$ cat src/source/pr_pkg.sv
// Shared definitions for the register board
// Data word, register address, R0 flag layout and KI source codes

package pr_pkg;

	// Bit 0 is the MSB, as on the W bus
	typedef logic [0:15] word_t;

	// 0 selects R0, 1..7 select R1..R7
	typedef logic [2:0] reg_addr_t;

	// R0 bits 0..8, order Z M V C L E G Y X
	typedef logic [0:8] flags_t;

	// Flag positions within flags_t and within R0
	localparam int FLAG_Z = 0; // Zero
	localparam int FLAG_M = 1; // Minus
	localparam int FLAG_V = 2; // Sticky overflow
	localparam int FLAG_C = 3; // Carry
	localparam int FLAG_L = 4; // Less
	localparam int FLAG_E = 5; // Equal
	localparam int FLAG_G = 6; // Greater
	localparam int FLAG_Y = 7; // Extension Y
	localparam int FLAG_X = 8; // Extension X

	// KI bus source, encoded as {kib, kia}
	typedef enum logic [1:0] {
		KI_RZ = 2'b00, // Interrupt request word
		KI_SR = 2'b01, // Status word
		KI_RB = 2'b10, // Binary load register
		KI_ZP = 2'b11  // Interrupt mask word
	} ki_sel_t;

endpackage

$ cat src/source/pr_ctrl.sv
// Register board control
// Strobe phase decode, R0 and user register write enables, L bus select
// Q protection of the R0 flags and the AWP load path

`timescale 1ns/1ps

module pr_ctrl #(
	parameter bit AWP_PRESENT = 1'b1
) (
	input  logic              clk,
	input  logic              rst_n,
	input  logic              blr,      // Block register read, R0>>8 on L
	input  logic              lpc,      // LPC instruction
	input  logic              rpc,      // RPC instruction
	input  logic              wa,       // State WA
	input  pr_pkg::reg_addr_t addr,
	input  logic              as2,      // Selects strob2 phase for writes
	input  logic              w_r,      // Write to register
	input  logic              strob1,
	input  logic              strob2,
	input  logic              ustr0_fp, // Flag update from AWP
	input  logic              ust_leg,  // Compare result to L E G
	input  logic              q,        // System flag, user mode
	output logic              user_we,
	output logic              w_zmvc,
	output logic              w_legy,
	output logic              w8_x,
	output logic              lrp,
	output logic              cleg,
	output logic [1:0]        l_sel     // [1] R0>>8, [0] R1..R7, none R0
);

	logic strob1_q;  // Strobe levels one clock back
	logic strob2_q;
	logic strob1_p;  // First cycle of each strobe
	logic strob2_p;
	logic strob_a;
	logic strob_b;
	logic any_wr;
	logic sel_user;  // Address points at R1..R7
	logic r0_we;     // Direct R0 write
	logic lpc_ld;    // LPC loads whole R0
	logic awp_ld;

	// Previous strobe levels
	always_ff @(posedge clk or negedge rst_n) begin
		if (!rst_n) begin
			strob1_q <= 1'b0;
			strob2_q <= 1'b0;
		end else begin
			strob1_q <= strob1;
			strob2_q <= strob2;
		end
	end

	// A strobe held high acts only once
	assign strob1_p = strob1 & ~strob1_q;
	assign strob2_p = strob2 & ~strob2_q;

	assign strob_a = strob1_p & ~as2; // Write phase without AS2
	assign strob_b = strob2_p & as2;  // Write phase with AS2
	assign any_wr  = (strob_a | strob_b) & w_r;

	assign sel_user = (addr != 3'd0);
	assign user_we  = any_wr & sel_user;
	assign r0_we    = any_wr & ~sel_user;

	assign lpc_ld = lpc & wa & strob_a;
	assign awp_ld = AWP_PRESENT & ustr0_fp & strob_a; // Only with AWP fitted

	// With Q set the user program cannot touch Z M V C and L E G Y
	assign w_zmvc = (r0_we & ~q) | lpc_ld | awp_ld;
	assign w_legy = (r0_we & ~q) | lpc_ld;
	assign w8_x   = r0_we | lpc_ld;  // X is always writable
	assign lrp    = r0_we | lpc_ld;  // Bits 9..15 likewise

	assign cleg = strob_b & ust_leg;

	// L bus source
	assign l_sel[1] = blr;
	assign l_sel[0] = ~blr & sel_user & ~(wa & rpc); // RPC in WA reads R0

endmodule

$ cat src/source/user_regs.sv
// User register file R1..R7
// One synchronous write port, one combinational read port

`timescale 1ns/1ps

module user_regs (
	input  logic              clk,
	input  logic              rst_n,
	input  logic              we,
	input  pr_pkg::reg_addr_t addr,
	input  pr_pkg::word_t     w,
	output pr_pkg::word_t     rd
);

	import pr_pkg::*;

	word_t regs [1:7]; // No storage for address 0

	always_ff @(posedge clk or negedge rst_n) begin
		if (!rst_n) begin
			for (int i = 1; i <= 7; i++) begin
				regs[i] <= '0;
			end
		end else if (we && (addr != 3'd0)) begin
			regs[addr] <= w;
		end
	end

	// Address 0 is R0 and reads as zero here
	assign rd = (addr == 3'd0) ? '0 : regs[addr];

endmodule

$ cat src/source/r0_flags.sv
// R0 status register
// CPU flags Z M V C L E G Y X in bits 0..8, user field in bits 9..15
// Direct loads from W, flag updates from ALU conditions, clears

`timescale 1ns/1ps

module r0_flags (
	input  logic          clk,
	input  logic          rst_n,
	input  pr_pkg::word_t w,
	input  logic          w_zmvc,  // Load Z M V C from W
	input  logic          w_legy,  // Load L E G Y from W
	input  logic          w8_x,    // Load X from W
	input  logic          lrp,     // Load bits 9..15 from W
	input  logic          cleg,    // Compare result to L E G
	input  logic          strob1,
	input  logic          ust_z,
	input  logic          ust_mc,
	input  logic          ust_v,
	input  logic          ust_y,
	input  logic          ust_x,
	input  logic          v_clr,   // Clear V
	input  logic          zs,      // ALU result zero
	input  logic          s0,      // ALU sign
	input  logic          s_1,     // ALU bit above sign
	input  logic          carry,
	input  logic          aryt,    // Arithmetic compare
	input  logic          exy,
	input  logic          exx,
	input  logic          zer,
	input  logic          clm,
	output pr_pkg::word_t r0
);

	import pr_pkg::*;

	flags_t      flags;
	logic [9:15] field; // Bits 9..15 as plain storage
	logic        cmp_l;
	logic        cmp_g;

	// Sign for arithmetic compare and carry for logical compare
	assign cmp_l = aryt ? s_1 : carry;
	assign cmp_g = aryt ? ~(s_1 | zs) : ~(carry | zs);

	always_ff @(posedge clk or negedge rst_n) begin
		if (!rst_n) begin
			flags <= '0;
			field <= '0;
		end else if (zer || clm) begin // Clear wins over any load
			flags <= '0;
			field <= '0;
		end else begin
			if (w_zmvc) begin
				flags[FLAG_Z:FLAG_C] <= w[FLAG_Z:FLAG_C];
			end else if (strob1) begin
				if (ust_z)
					flags[FLAG_Z] <= zs;
				if (ust_mc) begin
					flags[FLAG_M] <= s0;
					flags[FLAG_C] <= carry;
				end
				if (v_clr)
					flags[FLAG_V] <= 1'b0;
				else if (ust_v && (s0 != s_1)) // Overflow only sets V
					flags[FLAG_V] <= 1'b1;
			end
			if (w_legy) begin
				flags[FLAG_L:FLAG_Y] <= w[FLAG_L:FLAG_Y];
			end else begin
				if (cleg) begin
					flags[FLAG_L] <= cmp_l;
					flags[FLAG_E] <= zs;
					flags[FLAG_G] <= cmp_g;
				end
				if (strob1 && ust_y)
					flags[FLAG_Y] <= exy;
			end
			if (w8_x)
				flags[FLAG_X] <= w[FLAG_X];
			else if (strob1 && ust_x)
				flags[FLAG_X] <= exx;
			if (lrp)
				field <= w[9:15];
		end
	end

	assign r0 = {flags, field};

endmodule

$ cat src/source/sys_regs.sv
// System registers RB, NB, Q and BS
// System bus driver enables for NB, PN and Q

`timescale 1ns/1ps

module sys_regs #(
	parameter bit CPU_NUMBER = 1'b0
) (
	input  logic          clk,
	input  logic          rst_n,
	input  pr_pkg::word_t w,
	input  logic          w_bar,   // W to NB, Q, BS
	input  logic          strob1,
	input  logic          w_rba,   // W[10:15] to RB[10:15]
	input  logic          w_rbb,   // W[10:15] to RB[4:9]
	input  logic          w_rbc,   // W[12:15] to RB[0:3]
	input  logic          zer,
	input  logic          clm,
	input  logic          bar_nb,  // Put NB on the system bus
	input  logic          bp_nb,
	input  logic          pn_nb,
	input  logic          q_nb,
	input  logic          rpn,
	output pr_pkg::word_t rb,
	output logic [0:3]    nb,
	output logic          q,
	output logic          bs,
	output logic [0:3]    dnb,
	output logic          dpn,
	output logic          dqb,
	output logic          zgpn
);

	logic bar_ld;

	assign bar_ld = w_bar & strob1;

	// RB loads in three segments from the low bits of W
	always_ff @(posedge clk or negedge rst_n) begin
		if (!rst_n) begin
			rb <= '0;
		end else begin
			if (w_rbc)
				rb[0:3] <= w[12:15];
			if (w_rbb)
				rb[4:9] <= w[10:15];
			if (w_rba)
				rb[10:15] <= w[10:15];
		end
	end

	// Block number, system flag, block select
	always_ff @(posedge clk or negedge rst_n) begin
		if (!rst_n) begin
			nb <= '0;
			q  <= 1'b0;
			bs <= 1'b0;
		end else begin
			if (zer)
				q <= 1'b0;
			else if (bar_ld)
				q <= w[10];
			if (clm) begin
				nb <= '0;
				bs <= 1'b0;
			end else if (bar_ld) begin
				nb <= w[12:15];
				bs <= w[11];
			end
		end
	end

	assign dnb  = nb & {4{bar_nb}};
	assign dqb  = q & q_nb;
	assign dpn  = ((bs ^ CPU_NUMBER) & bp_nb) | (CPU_NUMBER & pn_nb); // PN only on CPU 1
	assign zgpn = rpn ^ CPU_NUMBER;

endmodule

$ cat src/source/pr_bus_mux.sv
// Read paths of the register board
// L bus select and KI bus source select

`timescale 1ns/1ps

module pr_bus_mux (
	input  logic [1:0]    l_sel,   // [1] R0>>8, [0] R1..R7
	input  pr_pkg::word_t r0,
	input  pr_pkg::word_t user_rd,
	input  logic          kia,
	input  logic          kib,
	input  pr_pkg::word_t rz,
	input  pr_pkg::word_t zp,
	input  logic [0:9]    rs,
	input  logic          q,
	input  logic          bs,
	input  logic [0:3]    nb,
	input  pr_pkg::word_t rb,
	output pr_pkg::word_t l,
	output pr_pkg::word_t ki
);

	import pr_pkg::*;

	ki_sel_t ki_sel;

	always_comb begin
		if (l_sel[1])
			l = {8'd0, r0[0:7]}; // Upper byte moved down
		else if (l_sel[0])
			l = user_rd;
		else
			l = r0;
	end

	assign ki_sel = ki_sel_t'({kib, kia});

	always_comb begin
		case (ki_sel)
			KI_RZ:   ki = rz;
			KI_SR:   ki = {rs, q, bs, nb}; // Status word
			KI_RB:   ki = rb;
			default: ki = zp;
		endcase
	end

endmodule

$ cat src/source/pr_unit.sv
// Register board top level
// Control, user registers, R0, system registers and bus selection

`timescale 1ns/1ps

module pr_unit #(
	parameter bit CPU_NUMBER  = 1'b0,
	parameter bit AWP_PRESENT = 1'b1
) (
	input  logic              clk,
	input  logic              rst_n,
	input  logic              blr,
	input  logic              lpc,
	input  logic              rpc,
	input  logic              wa,
	input  pr_pkg::reg_addr_t addr,
	input  logic              as2,
	input  logic              w_r,
	input  logic              strob1,
	input  logic              strob2,
	input  logic              ustr0_fp,
	input  logic              ust_leg,
	input  pr_pkg::word_t     w,
	input  logic              w_bar,
	input  logic              w_rba,
	input  logic              w_rbb,
	input  logic              w_rbc,
	input  logic              zer,
	input  logic              clm,
	input  logic              bar_nb,
	input  logic              bp_nb,
	input  logic              pn_nb,
	input  logic              q_nb,
	input  logic              rpn,
	input  logic              ust_z,
	input  logic              ust_mc,
	input  logic              ust_v,
	input  logic              ust_y,
	input  logic              ust_x,
	input  logic              v_clr,
	input  logic              zs,
	input  logic              s0,
	input  logic              s_1,
	input  logic              carry,
	input  logic              aryt,
	input  logic              exy,
	input  logic              exx,
	input  logic              kia,
	input  logic              kib,
	input  pr_pkg::word_t     rz,
	input  pr_pkg::word_t     zp,
	input  logic [0:9]        rs,
	output pr_pkg::word_t     l,
	output pr_pkg::word_t     ki,
	output pr_pkg::word_t     r0,
	output pr_pkg::word_t     rb,
	output logic [0:3]        nb,
	output logic              q,
	output logic              bs,
	output logic [0:3]        dnb,
	output logic              dpn,
	output logic              dqb,
	output logic              zgpn
);

	import pr_pkg::*;

	logic       user_we;
	logic       w_zmvc;
	logic       w_legy;
	logic       w8_x;
	logic       lrp;
	logic       cleg;
	logic [1:0] l_sel;
	word_t      user_rd; // R1..R7 read data

	pr_ctrl #(
		.AWP_PRESENT(AWP_PRESENT)
	) u_ctrl (
		.clk(clk), .rst_n(rst_n),
		.blr(blr), .lpc(lpc), .rpc(rpc), .wa(wa), .addr(addr),
		.as2(as2), .w_r(w_r), .strob1(strob1), .strob2(strob2),
		.ustr0_fp(ustr0_fp), .ust_leg(ust_leg), .q(q),
		.user_we(user_we), .w_zmvc(w_zmvc), .w_legy(w_legy),
		.w8_x(w8_x), .lrp(lrp), .cleg(cleg), .l_sel(l_sel)
	);

	user_regs u_user (
		.clk(clk), .rst_n(rst_n),
		.we(user_we), .addr(addr), .w(w), .rd(user_rd)
	);

	r0_flags u_r0 (
		.clk(clk), .rst_n(rst_n), .w(w),
		.w_zmvc(w_zmvc), .w_legy(w_legy), .w8_x(w8_x), .lrp(lrp), .cleg(cleg),
		.strob1(strob1), .ust_z(ust_z), .ust_mc(ust_mc), .ust_v(ust_v),
		.ust_y(ust_y), .ust_x(ust_x), .v_clr(v_clr),
		.zs(zs), .s0(s0), .s_1(s_1), .carry(carry), .aryt(aryt),
		.exy(exy), .exx(exx), .zer(zer), .clm(clm), .r0(r0)
	);

	sys_regs #(
		.CPU_NUMBER(CPU_NUMBER)
	) u_sys (
		.clk(clk), .rst_n(rst_n), .w(w), .w_bar(w_bar), .strob1(strob1),
		.w_rba(w_rba), .w_rbb(w_rbb), .w_rbc(w_rbc), .zer(zer), .clm(clm),
		.bar_nb(bar_nb), .bp_nb(bp_nb), .pn_nb(pn_nb), .q_nb(q_nb), .rpn(rpn),
		.rb(rb), .nb(nb), .q(q), .bs(bs),
		.dnb(dnb), .dpn(dpn), .dqb(dqb), .zgpn(zgpn)
	);

	pr_bus_mux u_mux (
		.l_sel(l_sel), .r0(r0), .user_rd(user_rd),
		.kia(kia), .kib(kib), .rz(rz), .zp(zp), .rs(rs),
		.q(q), .bs(bs), .nb(nb), .rb(rb),
		.l(l), .ki(ki)
	);

endmodule

$ cat config.mk
export PLATFORM = sky130hd
export DESIGN_NAME = pr_unit
export DESIGN_NICKNAME = d
export VERILOG_FILES = /design/src/source/pr_pkg.sv /design/src/source/pr_ctrl.sv /design/src/source/user_regs.sv /design/src/source/r0_flags.sv /design/src/source/sys_regs.sv /design/src/source/pr_bus_mux.sv /design/src/source/pr_unit.sv
export SDC_FILE = /design/constraint.sdc
export NUM_CORES = 1
export LEC_CHECK = 0
export BUFFER_PORTS_ARGS = -buffer_cell sky130_fd_sc_hd__buf_2
export CAP_MARGIN = 20
export CORE_MARGIN = 4
export CORE_UTILIZATION = 59
export DETAILED_ROUTE_END_ITERATION = 12
export PLACE_DENSITY = 0.86
export SLEW_MARGIN = 20
export SYNTH_ARGS = -nofsm -noshare
export SYNTH_HDL_FRONTEND = slang
export SYNTH_SLANG_ARGS = --single-unit
$ cat constraint.sdc
create_clock -name clk -period 7.4 [get_ports clk]
set_input_delay 2.22 -clock clk [delete_from_list [all_inputs] [get_ports clk]]
set_output_delay 2.22 -clock clk [all_outputs]
set_load 0.01 [all_outputs]
==> flow_summary_export.csv <==
group,metric,value,unit
status,outcome,"finished, final reports clean",
global_routing,antenna_found_initial,0,
yosys,syn-num-nets,700,
drt,dr.pass1.iters,5,
final_layout,diodes,0,
pwr,p_switching,615,µW
pwr,power_density,256,nW/µm²
sta,slew_viol_final,0,
global_routing,grt_util_all_layers,30.5,%
final_layout,nets,853,
setup_path,slowest_delay,0.66,ns
setup_path,cp-start-kind,"input pin",
clocking,clockBufferDepth,2,
yosys,syn_inst,601,
yosys,synthDistinctLibCells,52,
global_routing,grt_first_pass_wirelength,33900,µm
yosys,ys_seq_area_share,49.7,%
yosys,yosysMostFrequentCell,"dfrtp_1",
yosys,synth_warnings,0,
die,rows,41,
sta,postLayoutSetupSlackWorst,0.771,ns
sta,rsz0062_at_grt,"no",
clocking,clk_pin_slew,0.06,ns
drt,vias_per_cell,6.47,
die,die-width,122,µm
drt,route.final.wire_length,22300,µm
clocking,root_buffer,"clkbuf_16",
pwr,vdd_drop_max,0.207,mV
pwr,combinationalPowerShare,17.5,%
clocking,cts_tree,"done",
pwr,switching_share,26.0,%
drt,drc_errors,0,
die,initial_core_util,60.4,%
clocking,htree_num_levels,4,
yosys,ys_seq_elements,152,
sta,tightest_slew,1.10,ns
min_path,min_path_type,"reg2reg",
die,pin_count,176,
placement,place_congestion,0.914,
setup_path,cp.arrival,4.41,ns
die,die_area,14800,µm²
drt,ant_nets,0,
placement,place_area,8630,µm²
pwr,pwr-share-seq,44.6,%
final_layout,fin_area,9240,µm²
pwr,clock_power_share,37.9,%
yosys,synth_area_leaders,"dfrtp_1 50%, mux2_2 20%, mux4_2 7.1%",
placement,hpwl,15200,µm
pwr,power,2360,µW
setup_path,path_max_fanout,39,
sta,fin_crit_sh,89.6,%
yosys,synth-main-ff-cell,"dfrtp_1",
setup_path,ff2ff_path_depth,4,
global_routing,grt-ovfl-total,0,
setup_path,cp.depth,7,
yosys,async_reset_ff_share,100,%
global_routing,grt_max_degree,88,
setup_path,cp.required,5.18,ns
setup_path,crit_family,"buffers and inverters",
yosys,synth_top_area_share,49.7,%
placement,preCtsSetupSlack,0.887,ns
setup_path,crit_type,"in2out",
clocking,clkSinkCount,152,
job,max_cap_violations,0,
global_routing,grt_pass1_vias,6033,
yosys,synth_edf_count,0,
sta,slew_headroom,26.6,%
final_layout,final_util,72.9,%
drt,drtIter0Drc,705,
clocking,clkLatencyLatePin,0.43,ns
final_layout,nFillCells,811,
drt,post_drt_wl_per_cell,23.7,µm
min_path,holdPathStages,1,
setup_path,worstPathBufferInverterCount,3,
clocking,numCtsBuffers,17,
placement,portBuffers,172,
sta,setup_viol,0,
yosys,syn_avg_cell_area,12.7,µm²
sta,skew,0.0107,ns
sta,min_period,6.63,ns
setup_path,worstPathCellList,"buf_2 > buf_4 > mux2i_1 > o21ai_0 > o21ai_0 > a22oi_1 > buf_2",
setup_path,cpMaxStageDelayCell,"buf_2",
clocking,cts_setup_buffers,0,
clocking,cts_resized,0,
yosys,yosysTopAreaCell,"dfrtp_1",
final_layout,area_growth,20.9,%
sta,final_hold_viol_count,0,
die,core,12700,µm²
pwr,power.leakage,0.00437,µW
pwr,p_int,1750,µW
setup_path,crit_path_end_kind,"output port",
yosys,synth_common_cells,"152 x dfrtp_1, 138 x mux2_2, 36 x clkbuf_1",
drt,dr_total_vias,6077,
sta,max_clock_freq,151,MHz
yosys,synthesis.area,7650,µm²
clocking,holdBufCountCts,0,
sta,tns,0,ns
final_layout,final_layout_size_suffix_gt1_share,49.7,%
die,die_h,122,µm
-- worst paths after layout --
check / start / endpoint / slack [ns]
min in group asynchronous: rst_n / u_user.regs[40] / 1.86
worst min-delay path: u_user.regs[101] / u_user.regs[101] / 0.49
worst min register to register: u_user.regs[101] / u_user.regs[101] / 0.49
max in group asynchronous: rst_n / u_user.regs[36] / 4.20
worst max register to register: u_ctrl.strob1_q / u_user.regs[69] / 4.76
worst max-delay path: addr[2] / l[7] / 0.77
-- kinds of logic (layout without fill, tap and decap cells) --
| logic type | count (synthesis) | after routing | share of synthesized area, % |
|---|---|---|---|
| multiplexers | 189 | 189 | 31.1 |
| AND/OR/NAND/NOR | 104 | 104 | 7.58 |
| buffers and inverters | 53 | 219 | 2.78 |
| flip-flops | 152 | 152 | 49.7 |
| AO/OA/AOI/OAI | 102 | 102 | 8.70 |
| XOR/XNOR | 1 | 1 | 0.115 |
-- per-layer routing --
layer / wire length (µm) / GRT usage, % / up-vias
li1: - / - / 2565
met4: 758 / 12.4 / 0
met3: 2150 / 7.89 / 63
met1: 8580 / 39.9 / 3079
met2: 10800 / 49.0 / 370
met5: 0 / 0 / -
-- stage by stage --
step	hold WS, ns	cells
floorplan	0.456	601
global placement	0.465	907
detailed placement	0.476	907
CTS	0.489	939
global route	0.503	939
finish	0.486	939
-- sequential cells by signal (all words and copies together), names as in the netlist, 4 cells and up --
| signal | cells |
|---|---|
| u_sys.rb | 16 |
| u_r0.flags | 9 |
| u_sys.nb | 4 |
| u_r0.field | 7 |
| u_user.regs | 112 |
-- power by group through the flow --
stage / Combinational [µW] / Sequential, µW / Clock (µW)
finish: 413 / 1060 / 896
floorplan: 266 / 1040 / 0
CTS: 414 / 1050 / 899
global placement: 388 / 1050 / 0
global route: 447 / 1070 / 940
detailed placement: 407 / 1060 / 0
-- placed cells by master, fill, tap and decap left out, drive strengths merged, types with 2 or more instances in the layout --
cell type  count
a21boi         2
a21oi         29
a221o          2
a221oi         8
a22oi          5
a31o           2
a31oi          3
and2           6
and3b          2
buf          183
bufinv         3
clkbuf        21
clkinv         3
clkinvlp       4
dfrtp        152
inv            5
mux2         148
mux2i         17
mux4          24
nand2         23
nand2b         2
nand3         23
nand3b        11
nand4          2
nand4b         2
nor2           6
nor2b         10
nor3           9
nor4bb         2
o21ai         28
o221ai         2
o22ai          2
o2bb2ai        2
o31a           3
o31ai          7
-- area by class of cell --
| cell class | count | area (µm²) | share of cell area, % |
|---|---|---|---|
| Multi-Input combinational cell | 396 | 3640 | 39.4 |
| Sequential cell | 152 | 3800 | 41.2 |
| Timing Repair Buffer | 183 | 950 | 10.3 |
| Tap cell | 172 | 215 | 2.33 |
| Clock buffer | 21 | 470 | 5.09 |
| Inverter | 4 | 15.0 | 0.162 |
| Clock inverter | 11 | 144 | 1.56 |
No activity file was read; power rests on OpenSTA's default activity.
